[src/design/csr_pkg.sv]
package csr_pkg;

    localparam logic [13:0] CSR_CRMD   = 14'h00;
    localparam logic [13:0] CSR_PRMD   = 14'h01;
    localparam logic [13:0] CSR_ERA    = 14'h06;
    localparam logic [13:0] CSR_TLBIDX = 14'h10;
    localparam logic [13:0] CSR_TLBEHI = 14'h11;
    localparam logic [13:0] CSR_TLBELO = 14'h12;
    localparam logic [13:0] CSR_ASID   = 14'h18;

    // crmd / prmd
    localparam int CRMD_PLV_LO  = 0;
    localparam int CRMD_PLV_HI  = 1;
    localparam int CRMD_IE      = 2;
    localparam int PRMD_PPLV_LO = 0;
    localparam int PRMD_PPLV_HI = 1;
    localparam int PRMD_PIE     = 2;

    localparam int TLBIDX_NE = 31;  // index sits in the low bits

    localparam int EHI_VPPN_LO = 13;
    localparam int EHI_VPPN_HI = 31;

    localparam int ELO_V      = 0;
    localparam int ELO_G      = 6;
    localparam int ELO_PPN_LO = 8;
    localparam int ELO_PPN_HI = 27;

    localparam int ASID_HI = 9;
    localparam int ASID_W  = ASID_HI + 1;

endpackage

[src/design/priv_pkg.sv]
package priv_pkg;

    typedef struct packed {
        logic [7:0]  rsv;
        logic [13:0] csr;
        logic [4:0]  rj;
        logic [4:0]  rd;
    } csr_view_t;

    typedef struct packed {
        logic [14:0] rsv_hi;
        logic [1:0]  cls;
        logic [1:0]  rsv_mid;
        logic [2:0]  op;
        logic [4:0]  rsv_lo;
        logic [4:0]  inv_op;
    } tlb_view_t;

    typedef union packed {
        csr_view_t csr_view;
        tlb_view_t tlb_view;
    } inst_word_u;

    localparam logic [2:0] TLB_OP_SRCH = 3'd2;
    localparam logic [2:0] TLB_OP_RD   = 3'd3;
    localparam logic [2:0] TLB_OP_WR   = 3'd4;
    localparam logic [2:0] TLB_OP_FILL = 3'd5;

    localparam logic [1:0] TLB_CLASS_OP  = 2'd0;
    localparam logic [1:0] TLB_CLASS_INV = 2'd3;

    typedef enum logic [2:0] {
        INV_ALL0      = 3'd0,
        INV_ALL       = 3'd1,
        INV_GLOBAL    = 3'd2,
        INV_NONGLOBAL = 3'd3,
        INV_ASID      = 3'd4,
        INV_ASID_VA   = 3'd5,
        INV_GA_VA     = 3'd6,
        INV_NOP       = 3'd7
    } inv_op_t;

endpackage
[src/design/priv_unit.sv]
`timescale 1ns/10ps

module priv_unit
    import priv_pkg::*, csr_pkg::*;
#(
    parameter int TLB_ENTRIES = 8
) (
    input  logic        clk,
    input  logic        rstn,
    input  logic        en_in,
    input  logic        is_csr,
    input  logic        is_tlb,
    input  logic        is_ertn,
    input  inst_word_u  inst,
    input  logic [31:0] pc_next,
    input  logic [31:0] sr0,
    input  logic [31:0] sr1,
    input  logic [4:0]  addr_in,
    output logic        en_out,
    output logic        flush,
    output logic [31:0] pc_target,
    output logic [31:0] result,
    output logic [4:0]  addr_out,
    output logic        stall
);

    localparam int IDX_W = $clog2(TLB_ENTRIES);

    // executor to csr file
    logic              csr_query;
    logic [13:0]       csr_addr;
    logic [31:0]       csr_wen;
    logic [31:0]       csr_wdata;
    logic [31:0]       csr_rdata;
    logic [31:0]       era;
    logic              restore_state;
    // executor to tlb
    logic              srch_en;
    logic              rd_en;
    logic              wr_en;
    logic              fill_en;
    logic              inv_en;
    inv_op_t           inv_op;
    logic [ASID_W-1:0] inv_asid;
    logic [31:0]       inv_vaddr;
    // csr file and tlb
    logic [31:0]       tlbidx;
    logic [31:0]       tlbehi;
    logic [31:0]       tlbelo;
    logic [31:0]       asid;
    logic              srch_we;
    logic              srch_hit;
    logic [IDX_W-1:0]  srch_index;
    logic              rd_we;
    logic              rd_valid;
    logic [31:0]       rd_ehi;
    logic [31:0]       rd_elo;
    logic [ASID_W-1:0] rd_asid;

    priv_exec exec0 (.*);

    csr_regfile #(.TLB_ENTRIES(TLB_ENTRIES)) csr0 (.*);

    tlb_array #(.TLB_ENTRIES(TLB_ENTRIES)) tlb0 (.*);

endmodule

[src/design/tlb_array.sv]
`timescale 1ns/10ps

module tlb_array
    import priv_pkg::*, csr_pkg::*;
#(
    parameter int TLB_ENTRIES = 8
) (
    input  logic                   clk,
    input  logic                   rstn,
    input  logic                   srch_en,
    input  logic                   rd_en,
    input  logic                   wr_en,
    input  logic                   fill_en,
    input  logic                   inv_en,
    input  inv_op_t                inv_op,
    input  logic [ASID_W-1:0]      inv_asid,
    input  logic [31:0]            inv_vaddr,
    input  logic [31:0]            tlbidx,
    input  logic [31:0]            tlbehi,
    input  logic [31:0]            tlbelo,
    input  logic [31:0]            asid,
    output logic                   srch_we,
    output logic                   srch_hit,
    output logic [$clog2(TLB_ENTRIES)-1:0] srch_index,
    output logic                   rd_we,
    output logic                   rd_valid,
    output logic [31:0]            rd_ehi,
    output logic [31:0]            rd_elo,
    output logic [ASID_W-1:0]      rd_asid
);

    localparam int IDX_W  = $clog2(TLB_ENTRIES);
    localparam int VPPN_W = EHI_VPPN_HI - EHI_VPPN_LO + 1;
    localparam int PPN_W  = ELO_PPN_HI - ELO_PPN_LO + 1;

    logic [VPPN_W-1:0]      vppn   [TLB_ENTRIES];
    logic [ASID_W-1:0]      e_asid [TLB_ENTRIES];
    logic [PPN_W-1:0]       ppn    [TLB_ENTRIES];
    logic [TLB_ENTRIES-1:0] g;
    logic [TLB_ENTRIES-1:0] v;

    logic [TLB_ENTRIES-1:0] hit_vec;
    logic [TLB_ENTRIES-1:0] inv_va;
    logic [TLB_ENTRIES-1:0] inv_as;
    logic [TLB_ENTRIES-1:0] kill;
    logic [IDX_W-1:0]       hit_idx;
    logic [IDX_W-1:0]       rd_idx;
    logic [IDX_W-1:0]       wr_idx;
    logic [IDX_W-1:0]       victim;  // round-robin fill pointer

    assign rd_idx = tlbidx[IDX_W-1:0];
    assign wr_idx = fill_en ? victim : rd_idx;

    always_comb begin
        for (int i = 0; i < TLB_ENTRIES; i++) begin
            hit_vec[i] = v[i] && vppn[i] == tlbehi[EHI_VPPN_HI:EHI_VPPN_LO]
                         && (g[i] || e_asid[i] == asid[ASID_HI:0]);
            inv_va[i]  = vppn[i] == inv_vaddr[EHI_VPPN_HI:EHI_VPPN_LO];
            inv_as[i]  = e_asid[i] == inv_asid;
        end
    end

    always_comb begin
        hit_idx = '0;
        for (int i = TLB_ENTRIES - 1; i >= 0; i--)
            if (hit_vec[i])
                hit_idx = IDX_W'(i);
    end

    always_comb begin
        case (inv_op)
            INV_ALL0, INV_ALL: kill = '1;
            INV_GLOBAL:        kill = g;
            INV_NONGLOBAL:     kill = ~g;
            INV_ASID:          kill = ~g & inv_as;
            INV_ASID_VA:       kill = ~g & inv_as & inv_va;
            INV_GA_VA:         kill = (g | inv_as) & inv_va;
            default:           kill = '0;
        endcase
    end

    always_ff @(posedge clk) begin
        if (!rstn) begin
            v       <= '0;
            victim  <= '0;
            srch_we <= 1'b0;
            rd_we   <= 1'b0;
        end else begin
            srch_we <= srch_en;
            rd_we   <= rd_en;
            if (wr_en || fill_en)
                v[wr_idx] <= tlbelo[ELO_V];
            else if (inv_en)
                v <= v & ~kill;
            if (fill_en)
                victim <= victim + 1'b1;
        end
    end

    // entry payload and response data
    always_ff @(posedge clk) begin
        if (wr_en || fill_en) begin
            vppn[wr_idx]   <= tlbehi[EHI_VPPN_HI:EHI_VPPN_LO];
            e_asid[wr_idx] <= asid[ASID_HI:0];
            g[wr_idx]      <= tlbelo[ELO_G];
            ppn[wr_idx]    <= tlbelo[ELO_PPN_HI:ELO_PPN_LO];
        end
        srch_hit   <= |hit_vec;
        srch_index <= hit_idx;
        rd_valid   <= v[rd_idx];
        rd_asid    <= e_asid[rd_idx];
        rd_ehi     <= '0;
        rd_ehi[EHI_VPPN_HI:EHI_VPPN_LO] <= vppn[rd_idx];
        rd_elo     <= '0;
        rd_elo[ELO_V] <= v[rd_idx];
        rd_elo[ELO_G] <= g[rd_idx];
        rd_elo[ELO_PPN_HI:ELO_PPN_LO] <= ppn[rd_idx];
    end

    a_single_hit: assert property (@(posedge clk) disable iff (!rstn)
        srch_en |-> $onehot0(hit_vec));

endmodule

[src/design/csr_regfile.sv]
`timescale 1ns/10ps

module csr_regfile
    import csr_pkg::*;
#(
    parameter int TLB_ENTRIES = 8
) (
    input  logic                   clk,
    input  logic                   rstn,
    input  logic                   csr_query,
    input  logic [13:0]            csr_addr,
    input  logic [31:0]            csr_wen,
    input  logic [31:0]            csr_wdata,
    input  logic                   restore_state,
    input  logic                   srch_we,
    input  logic                   srch_hit,
    input  logic [$clog2(TLB_ENTRIES)-1:0] srch_index,
    input  logic                   rd_we,
    input  logic                   rd_valid,
    input  logic [31:0]            rd_ehi,
    input  logic [31:0]            rd_elo,
    input  logic [ASID_W-1:0]      rd_asid,
    output logic [31:0]            csr_rdata,
    output logic [31:0]            era,
    output logic [31:0]            tlbidx,
    output logic [31:0]            tlbehi,
    output logic [31:0]            tlbelo,
    output logic [31:0]            asid
);

    localparam int IDX_W = $clog2(TLB_ENTRIES);

    logic [31:0] crmd;
    logic [31:0] prmd;
    logic [31:0] wr_val;

    always_comb begin
        case (csr_addr)
            CSR_CRMD:   csr_rdata = crmd;
            CSR_PRMD:   csr_rdata = prmd;
            CSR_ERA:    csr_rdata = era;
            CSR_TLBIDX: csr_rdata = tlbidx;
            CSR_TLBEHI: csr_rdata = tlbehi;
            CSR_TLBELO: csr_rdata = tlbelo;
            CSR_ASID:   csr_rdata = asid;
            default:    csr_rdata = '0;
        endcase
    end

    assign wr_val = (csr_rdata & ~csr_wen) | (csr_wdata & csr_wen);

    always_ff @(posedge clk) begin
        if (!rstn) begin
            crmd   <= '0;
            prmd   <= '0;
            era    <= '0;
            tlbidx <= '0;
            tlbehi <= '0;
            tlbelo <= '0;
            asid   <= '0;
        end else begin
            if (csr_query) begin
                case (csr_addr)
                    CSR_CRMD:   crmd   <= wr_val;
                    CSR_PRMD:   prmd   <= wr_val;
                    CSR_ERA:    era    <= wr_val;
                    CSR_TLBIDX: tlbidx <= wr_val;
                    CSR_TLBEHI: tlbehi <= wr_val;
                    CSR_TLBELO: tlbelo <= wr_val;
                    CSR_ASID:   asid   <= wr_val;
                    default: ;
                endcase
            end
            if (restore_state) begin  // ertn
                crmd[CRMD_PLV_HI:CRMD_PLV_LO] <= prmd[PRMD_PPLV_HI:PRMD_PPLV_LO];
                crmd[CRMD_IE]                 <= prmd[PRMD_PIE];
            end
            if (srch_we) begin
                if (srch_hit)
                    tlbidx[IDX_W-1:0] <= srch_index;
                tlbidx[TLBIDX_NE] <= !srch_hit;
            end
            if (rd_we) begin
                tlbehi            <= rd_valid ? rd_ehi : '0;
                tlbelo            <= rd_valid ? rd_elo : '0;
                asid[ASID_HI:0]   <= rd_valid ? rd_asid : '0;
                tlbidx[TLBIDX_NE] <= !rd_valid;
            end
        end
    end

    a_no_restore_query: assert property (@(posedge clk) disable iff (!rstn)
        !(restore_state && csr_query));

endmodule

[src/design/priv_exec.sv]
`timescale 1ns/10ps

module priv_exec
    import priv_pkg::*, csr_pkg::*;
(
    input  logic              clk,
    input  logic              rstn,
    input  logic              en_in,
    input  logic              is_csr,
    input  logic              is_tlb,
    input  logic              is_ertn,
    input  inst_word_u        inst,
    input  logic [31:0]       pc_next,
    input  logic [31:0]       sr0,        // rj value
    input  logic [31:0]       sr1,        // rk value
    input  logic [4:0]        addr_in,
    input  logic [31:0]       csr_rdata,  // read first
    input  logic [31:0]       era,
    output logic              en_out,
    output logic              flush,
    output logic              stall,
    output logic [31:0]       pc_target,
    output logic [31:0]       result,
    output logic [4:0]        addr_out,
    output logic              csr_query,
    output logic [13:0]       csr_addr,
    output logic [31:0]       csr_wen,    // per-bit write enable
    output logic [31:0]       csr_wdata,
    output logic              restore_state,
    output logic              srch_en,
    output logic              rd_en,
    output logic              wr_en,
    output logic              fill_en,
    output logic              inv_en,
    output inv_op_t           inv_op,
    output logic [ASID_W-1:0] inv_asid,
    output logic [31:0]       inv_vaddr
);

    localparam logic [6:0] S_INIT      = 7'b0000001;
    localparam logic [6:0] S_CSR       = 7'b0000010;
    localparam logic [6:0] S_TLB       = 7'b0000100;
    localparam logic [6:0] S_ERTN      = 7'b0001000;
    localparam logic [6:0] S_DONE_CSR  = 7'b0010000;
    localparam logic [6:0] S_DONE_TLB  = 7'b0100000;
    localparam logic [6:0] S_DONE_ERTN = 7'b1000000;

    logic [6:0]  state;
    logic [6:0]  next_state;
    logic [31:0] wen_mask;
    inv_op_t     inv_op_n;
    logic        tlb_op_go;

    always_ff @(posedge clk) begin
        if (!rstn) begin
            state <= S_INIT;
        end else begin
            state <= next_state;
        end
    end

    // done states already have stall low, so they take a new instruction too
    always_comb begin
        case (state)
            S_CSR:   next_state = S_DONE_CSR;
            S_TLB:   next_state = S_DONE_TLB;
            S_ERTN:  next_state = S_DONE_ERTN;
            default: begin
                if (en_in && is_csr)
                    next_state = S_CSR;
                else if (en_in && is_tlb)
                    next_state = S_TLB;
                else if (en_in && is_ertn)
                    next_state = S_ERTN;
                else
                    next_state = S_INIT;
            end
        endcase
    end

    always_comb begin
        case (inst.csr_view.rj)
            5'd0:    wen_mask = '0;   // csrrd
            5'd1:    wen_mask = '1;   // csrwr
            default: wen_mask = sr0;  // csrxchg
        endcase
    end

    always_comb begin
        if (inst.tlb_view.inv_op == 5'd0)
            inv_op_n = INV_ALL;
        else if (inst.tlb_view.inv_op >= 5'd7)
            inv_op_n = INV_NOP;
        else
            inv_op_n = inv_op_t'(inst.tlb_view.inv_op[2:0]);
    end

    assign tlb_op_go = next_state == S_TLB && inst.tlb_view.cls == TLB_CLASS_OP;

    always_ff @(posedge clk) begin
        if (!rstn) begin
            en_out        <= 1'b0;
            flush         <= 1'b0;
            stall         <= 1'b0;
            csr_query     <= 1'b0;
            restore_state <= 1'b0;
            srch_en       <= 1'b0;
            rd_en         <= 1'b0;
            wr_en         <= 1'b0;
            fill_en       <= 1'b0;
            inv_en        <= 1'b0;
        end else begin
            en_out        <= next_state == S_DONE_CSR || next_state == S_DONE_ERTN;
            flush         <= next_state inside {S_DONE_CSR, S_DONE_TLB, S_DONE_ERTN};
            stall         <= next_state inside {S_CSR, S_TLB, S_ERTN};
            csr_query     <= next_state == S_CSR;
            restore_state <= next_state == S_ERTN;
            srch_en       <= tlb_op_go && inst.tlb_view.op == TLB_OP_SRCH;
            rd_en         <= tlb_op_go && inst.tlb_view.op == TLB_OP_RD;
            wr_en         <= tlb_op_go && inst.tlb_view.op == TLB_OP_WR;
            fill_en       <= tlb_op_go && inst.tlb_view.op == TLB_OP_FILL;
            inv_en        <= next_state == S_TLB && inst.tlb_view.cls == TLB_CLASS_INV;
        end
    end

    always_ff @(posedge clk) begin
        case (next_state)
            S_CSR: begin
                pc_target <= pc_next;
                addr_out  <= addr_in;
                csr_addr  <= inst.csr_view.csr;
                csr_wen   <= wen_mask;
                csr_wdata <= sr1;
            end
            S_TLB: begin
                pc_target <= pc_next;
                addr_out  <= '0;
                inv_op    <= inv_op_n;
                inv_asid  <= sr0[ASID_W-1:0];
                inv_vaddr <= sr1;
            end
            S_ERTN: begin
                pc_target <= era;
                addr_out  <= '0;
            end
            S_DONE_CSR:              result <= csr_rdata;  // old value
            S_DONE_TLB, S_DONE_ERTN: result <= '0;
            default: ;
        endcase
    end

    a_state_onehot: assert property (@(posedge clk) disable iff (!rstn) $onehot(state));

    // every strobe to the csr file or tlb belongs to a running sequence
    a_strobe_stall: assert property (@(posedge clk) disable iff (!rstn)
        (csr_query || restore_state || srch_en || rd_en || wr_en || fill_en || inv_en)
        |-> stall);

endmodule

[config.mk]
export PLATFORM = sky130hd
export DESIGN_NAME = priv_unit
export DESIGN_NICKNAME = d
export VERILOG_FILES = /design/src/design/csr_pkg.sv /design/src/design/priv_pkg.sv /design/src/design/priv_unit.sv /design/src/design/tlb_array.sv /design/src/design/csr_regfile.sv /design/src/design/priv_exec.sv
export SDC_FILE = /design/constraint.sdc
export NUM_CORES = 1
export LEC_CHECK = 0
export BUFFER_PORTS_ARGS = -buffer_cell sky130_fd_sc_hd__buf_2
export CAP_MARGIN = 20
export CORE_ASPECT_RATIO = 2
export CORE_MARGIN = 2
export CORE_UTILIZATION = 61
export CTS_CLUSTER_DIAMETER = 120
export DETAILED_ROUTE_END_ITERATION = 10
export PLACE_DENSITY = 0.8
export SLEW_MARGIN = 20
export SYNTH_ARGS = -nofsm -noshare
export SYNTH_HDL_FRONTEND = slang
export SYNTH_SLANG_ARGS = --single-unit
[constraint.sdc]
create_clock -name clk -period 4.4 [get_ports clk]
set_input_delay 0.88 -clock clk [delete_from_list [all_inputs] [get_ports clk]]
set_output_delay 0.88 -clock clk [all_outputs]
set_load 0.1 [all_outputs]
# Yosys cells after proc, flatten, opt, wreduce, memory -nomap -nowiden
# Memory sizes are Yosys's and may differ from the RTL's. A register that Yosys moved wholly into a read port is not among the register bits.
# Index checks and enable logic that the tools add are counted.
word_totals:
  ff_bits: 481
  mem_bits_rw: 392
  inputBits: 139
  output_inout_bits: 72
  elab_cells: 248
  n_memories: 3
classes:
  n_addsub: 1
  order_cmp: 4
  eq_ne: 59
  muxes: 52
  bitwise_logic: 11
  reduce_logical: 75
mem_list:
  columns: ["name", "depth", "word_bits", "read_ports", "rd_ports_with_merged_regs", "write_ports", "line", "rtl"]
  rows:
  - ["tlb0.ppn", 8, 20, 1, 1, 1, "tlb_array.sv:38", "logic [PPN_W-1:0] ppn [TLB_ENTRIES];"]
  - ["tlb0.vppn", 8, 19, 9, 1, 1, "tlb_array.sv:36", "logic [VPPN_W-1:0] vppn [TLB_ENTRIES];"]
  - ["tlb0.e_asid", 8, 10, 9, 1, 1, "tlb_array.sv:37", "logic [ASID_W-1:0] e_asid [TLB_ENTRIES];"]
op_table:
  columns: ["op", "count"]
  rows:
  - ["== test 19 bit", 16]
  - ["2-to-1 mux 32 bit", 9]
  - ["one-hot mux 32 bit (7 select lines)", 1]
  - ["one-hot mux 32 bit (2 select lines)", 3]
  - ["== test 10 bit", 16]
  - ["bitwise AND 32 bit", 2]
  - ["== test 14 x 5 -> 1 bit (second input constant)", 4]
  - ["one-hot mux 8 bit (6 select lines)", 1]
  - ["2-to-1 mux 10 bit", 4]
  - ["2-to-1 mux 3 bit", 11]
  - ["bitwise AND 8 bit", 4]
  - ["inverter 32 bit", 1]
  - ["OR 32 bit", 1]
  - ["2-to-1 mux 28 bit", 1]
  - ["logical AND 1 bit", 26]
  - ["one-hot mux 7 bit (3 select lines)", 1]
  - ["AND reduction 2 bit", 10]
  - ["nonzero test 2 bit", 10]
  - ["bitwise mux 8 bit", 2]
  - ["2-to-1 mux 8 bit", 2]
  - ["inverter 8 bit", 2]
  - ["== test 3 bit (second input constant)", 5]
  - ["== test 14 x 1 -> 1 bit (second input constant)", 1]
  - ["== test 14 x 3 -> 1 bit (second input constant)", 1]
  - ["other kinds (32)", 68]

# Longest topological paths before layout
# An unclocked memory read counts as a cell.
depth:
  word_depth: 11
  depth_mapped: 11
  mapped_depth_nobuf: 7

# Cells and area by module
# Synthesis repeated with hierarchy kept, for this count alone.
hier_totals:
  hier_cells: 3409
  area_unflattened_um2: 42195.5
by_module_without_submodules:
  columns: ["mod", "instances", "cells_per_inst", "area_each_um2", "seq_area_each_um2"]
  rows:
  - ["tlb_array", 1, 1513, 22836.9, 13372.8]
  - ["csr_regfile", 1, 1489, 12004.0, 4484.3]
  - ["priv_exec", 1, 407, 7354.6, 6105.9]

# Worst setup path after synthesis
# Ideal clock, no wire load.
synth_path:
  path_type: "flip-flop to flip-flop"
  start: "reg csr0.tlbidx[0]"
  end: "reg tlb0.v[3]"
  setup_time_ps: 132
  arrival_ps: 3685
  required_time_ps: 4268
  path_slack_ps: 583
  path_stages_with_launch: 10
  path_buffers: 2
  synth_period_minus_slack_ps: 3817
  path_cell_list: "dfxtp_1 clkbuf_1 clkbuf_1 nand2_1 nor2_1 a21oi_1 nor2_1 nor3b_1 a21oi_1 a21oi_1"
synth_via:
  elab_chain_cells: 7
  word_cells_on_any_way: 8
  classes_between: "order compare (2); mux (5); reduce/logical (1)"
synth_lines:
  columns: ["item", "line", "rtl"]
  rows:
  - ["start, declared", "csr_regfile.sv:25", "output logic [31:0] tlbidx,"]
  - ["start signal, assigned", "csr_regfile.sv:67", "CSR_TLBIDX: tlbidx <= wr_val;"]
  - ["start signal, assigned by index", "csr_regfile.sv:80", "tlbidx[IDX_W-1:0] <= srch_index;"]
  - ["start signal, assigned by index", "csr_regfile.sv:81", "tlbidx[TLBIDX_NE] <= !srch_hit;"]
  - ["2-to-1 mux 3 bit *", "tlb_array.sv:52", "assign wr_idx = fill_en ? victim : rd_idx;"]
  - ["< comparator 3 x 4 -> 1 bit (not written as such) / >= comparator 3 x 1 -> 1 bit (equally long branches)", "tlb_array.sv:92", "v[wr_idx] <= tlbelo[ELO_V];"]
  - ["logical AND 1 bit (not written as such)", "tlb_array.sv:92", null]
  - ["2-to-1 mux 1 bit (not written as such)", "tlb_array.sv:92", null]
  - ["demux 1 bit (select 3 bit) *", null, null]
  - ["bitwise mux 8 bit *", "tlb_array.sv:92", null]
  - ["2-to-1 mux 8 bit *", "tlb_array.sv:91", "if (wr_en || fill_en)"]
  - ["end signal, assigned by index", "tlb_array.sv:92", null]
  - ["end signal, assigned", "tlb_array.sv:94", "v <= v & ~kill;"]
  - ["end, declared", "tlb_array.sv:40", "logic [TLB_ENTRIES-1:0] v;"]
# Mark *: on every way between the ends. The rest lies on a longest branch, timed or not.
# A chain may end at the register's enable or synchronous reset.

# Final worst setup path
layout_path:
  start: "reg exec0.inv_vaddr[13]"
  end: "reg tlb0.v[2]"
layout_via:
  elab_chain_cells: 7
  word_cells_on_any_way: 8
  classes_between: "eq/ne (1); mux (3); bitwise (4)"
layout_lines:
  columns: ["item", "line", "rtl"]
  rows:
  - ["start, declared", "priv_exec.sv:37", "output logic [31:0] inv_vaddr"]
  - ["start signal, assigned", "priv_exec.sv:140", "inv_vaddr <= sr1;"]
  - ["== test 19 bit *", "tlb_array.sv:58", "inv_va[i] = vppn[i] == inv_vaddr[EHI_VPPN_HI:EHI_VPPN_LO];"]
  - ["bitwise AND 8 bit, on equally long branches", "tlb_array.sv:77, tlb_array.sv:76", null]
  - ["one-hot mux 8 bit (6 select lines) *", "tlb_array.sv:71", "case (inv_op)"]
  - ["inverter 8 bit *", "tlb_array.sv:94", null]
  - ["bitwise AND 8 bit *", "tlb_array.sv:94", null]
  - ["2-to-1 mux 8 bit *", "tlb_array.sv:93", "else if (inv_en)"]
  - ["2-to-1 mux 8 bit *", "tlb_array.sv:91", null]
# Mark *: on every way between the ends. The rest lies on a longest branch, timed or not. The select of a mux whose other input is x is not followed.

==> summary.md <==
| Metric | Value |
|---|---|
| Outcome | finished, final reports clean |
| Routing usage on met2 | between 60% and 70% |
| Synthesis Warnings | 0 |
| Fraction of final layout cells with drive strength greater than 1 | about a fifth |
| Antenna cell count | 0 |
| Min setup slack post-route | just under 0.9 ns |
| Worst reg-to-reg setup slack | a little under 0.9 ns |
| Number of standard-cell rows in the floorplan | approximately 130 |
| Library cell used as clock root buffer | clkbuf_16 |
| Synth unique cells | 81 |
| Count of max-cap constraint violations | 0 |
| Flops & latches, synth | between 800 and 900 |
| Number of buffers inserted during clock tree synthesis | 74 |
| Worst hold-check path type | in2reg |
| Remaining design rule violation count | 0 |
| Final Hold Violating Endpoints | 0 |
| Number of buffers inserted by port buffering | 202 |
| Number of cells produced by synthesis | ~3100 |
| Most frequent cell after synthesis | edfxtp_1 |
| Final min period | about 3.5 ns |
| Maximum number of pins on one net before global-route repair | roughly 130 |
| WS Path Type | reg2reg |
| Post-route clock period utilization | approximately four fifths |
| Remaining number of nets flagged by the antenna check after routing | 0 |
| Post-placement setup slack | between 0.9 and 1 ns |
| EDFF count, synth | 579 |
| Start of the worst register-to-register path | exec0.inv_vaddr[13] |
| Global-route wire length before repair | 183000 microns |
| CTS H-Tree Depth | 3 |
| Hold-fix buffers at CTS | 0 |
| Clk Latency, worst-skew pair | roughly 0.65 ns |
| Largest clock skew in the final design | between 0.015 and 0.02 ns |
| Transition time at the pin with the least slew margin | ~1.1 ns |
| Post-synth top cells | 579 x edfxtp_1, 309 x dfxtp_1, 290 x xor2_1 |
| Clock slew at the register clock pins of the worst setup and hold paths | roughly 0.070 ns |
| Data arrival at the endpoint of the critical path | roughly 4.0 ns |
| Destination of the critical timing path | tlb0.v[2] |
| Area growth from synthesis to layout | 11.0% |
| Total clock sinks | 888 |
| Met1 track utilization from global routing | ~42% |
| Biggest registers after layout | tlb0.ppn: 160 flops, tlb0.vppn: 152 flops, tlb0.e_asid: 80 flops |
| Dominant synthesized flop cell | edfxtp_1 |
| Register name with the most flops | tlb0.ppn |
| Tot GR Track Use | between 30 and 40% |
| Pre-antenna DRT Iters | 6 |
| Synth Cell Area | 0.0403 sq mm |
| Kind of capture point of the worst setup path | flip-flop |
| Die footprint | just under 0.07 sq mm |
| Max Buffers Root-to-Sink | 3 |
| # resized after CTS | 0 |
| Width of the chip | 186 microns |
| Async set-reset flop share out of synthesis | 0% |
| Element type at the critical path start | flip-flop |
| Endpoint required time on the critical path | 4.88 ns |
| Clock tree from TritonCTS | done |
| Height of the die | ~370 microns |
| Max reg flops | 160 |
| Achievable frequency | about 280 MHz |
| Critical Path Source | exec0.inv_vaddr[13] |
| Post-Route WL | about 120000 microns |
| Global placement routability congestion | around 0.97 |
| Grt met3 use | approximately 5.2% |
| Worst reg2reg path endpoint | tlb0.v[2] |
| Initial antenna violation count | 1 |
| Power per Cell Area | approximately 370 mW/mm^2 |
| Worst IR drop on VDD | 0.453 mV |
| Avg Synthesized Cell Area | 12.8 sq um |
| Final-report setup violation count | 0 |
| Average wire length per cell after detail routing | 29.5 microns |
| Via count of the first global-routing pass | about 28000 |
| Crit path max fanout | 8 |
| Headroom to the max-slew limit | 26.3% |
| Leakage power | around 16 nW |
| Congestion Overflow GR | 0 |
| Area inside the core boundary | about 0.066 sq mm |
| DR vias/cell | between 6 and 7 |
| Initial DRC count | 3227 |
| Initial cell density of the core | 61.5% |
| Nets in the synthesized netlist | approximately 3300 |
| Setup repair after global routing missed its margin | false |
| Total number of vias | about 28000 |
| Area fraction of the dominant cell type after synthesis | 43.1% |
| Top post-synthesis cells by area | edfxtp_1 43%, dfxtp_1 15%, xor2_1 6.3% |
| Post-detailed-placement half-perimeter wirelength | 87100 microns |
| Yosys top cell by area | edfxtp_1 |
| Fin. max-slew vios | 0 |
| Sum Neg Setup Slack | 0 ns |
| Boundary Pins | approximately 210 |
| Worst reg-to-reg path cell count | 8 |
| Final layout net count | around 3400 |
| Post-CTS setup buffers | 0 |
| Share of the yosys chip area belonging to registers | 58.5% |
| Peak-usage layer in the global routing report | met2 |
[layout make-up]
class	count	area, sq um
Sequential cell	888	23600
Fill cell	4638	20800
Multi-Input combinational cell	1992	15700
Clock buffer	103	2160
Timing Repair Buffer	284	1640
Tap cell	877	1100
Clock inverter	35	380
Inverter	41	154
[critical path: stages, from the launching register on]
cell       delay [ns]
edfxtp_1         0.74
xor2_1           0.42
nor4_1           0.72
nand4_1          0.25
nor4_1           0.67
buf_4            0.23
o2111ai_1        0.10
nand3_1          0.16
a31oi_1          0.08
[logic make-up (layout without fill, tap and decap cells)]
group	count (synthesis)	count (layout)	share of synthesized area (%)
xor+xnor	477	477	10.4
mux	264	264	10.5
compound gates	500	500	8.19
fa+ha+maj	1	1	0.0310
simple gates	750	750	9.66
buf+inv	266	463	2.79
flops	888	888	58.5
[per-layer routing]
| metal | up-vias | wire [microns] |
|---|---|---|
| met2 | 1658 | 63900 |
| met5 | - | 13 |
| met4 | 2 | 9650 |
| li1 | 12000 | - |
| met1 | 13900 | 41900 |
| met3 | 393 | 8920 |
[cells in the final DEF, fill, tap and decap left out, types with 31 or more instances in the layout]
cell type,netlist,final
dfxtp_1,309,305
and2_1,36,35
o21ai_0,133,133
mux2_2,92,92
xor2_1,290,290
mux2i_1,54,54
xnor2_1,187,187
nor2_1,95,86
nand3_1,155,155
nand4_1,43,43
buf_4,9,82
o22ai_1,41,41
a31oi_1,31,31
mux4_2,102,102
a21oi_1,93,92
inv_1,40,39
clkbuf_16,0,79
nor4_1,80,79
nand2_1,217,217
buf_2,56,201
edfxtp_1,579,579
[power by group]
part	internal [mW]	switching [mW]
Combinational	0.174	0.506
Sequential	8.89	0.0801
Clock	3.84	3.15
Total	12.9	3.73
[how the worst min path moves through the flow]
stage                                from                   to  slack [ns]  depth (start not counted)
final                              sr1[1]   exec0.csr_wdata[1]        0.41                          1
after global routing               sr1[3]   exec0.csr_wdata[3]        0.40                          1
after CTS                         sr1[11]  exec0.csr_wdata[11]        0.38                          1
after detailed placement  tlb0.rd_ehi[31]      csr0.tlbehi[31]        0.44                          2
after global placement     csr0.tlbehi[2]       csr0.tlbehi[2]        0.44                          2
after floorplan               exec0.rd_en           tlb0.rd_we        0.41                          1
[metrics by stage]
stage / instance area [sq um] / std cells / utilization, % / power [mW] / hold WS, ns
2_1_floorplan: 40300 / 3146 / - / 9.60 / 0.412
3_3_place_gp: 42200 / 4082 / 64.3 / 9.81 / 0.436
3_5_place_dp: 42200 / 4082 / 64.4 / 9.82 / 0.438
4_1_cts: 44700 / 4220 / 68.2 / 16.7 / 0.376
5_1_grt: 44700 / 4220 / 68.2 / 17.0 / 0.397
6_report: 44700 / 4220 / 68.2 / 16.6 / 0.414
Note: power is estimated with default switching activity, not from simulation.
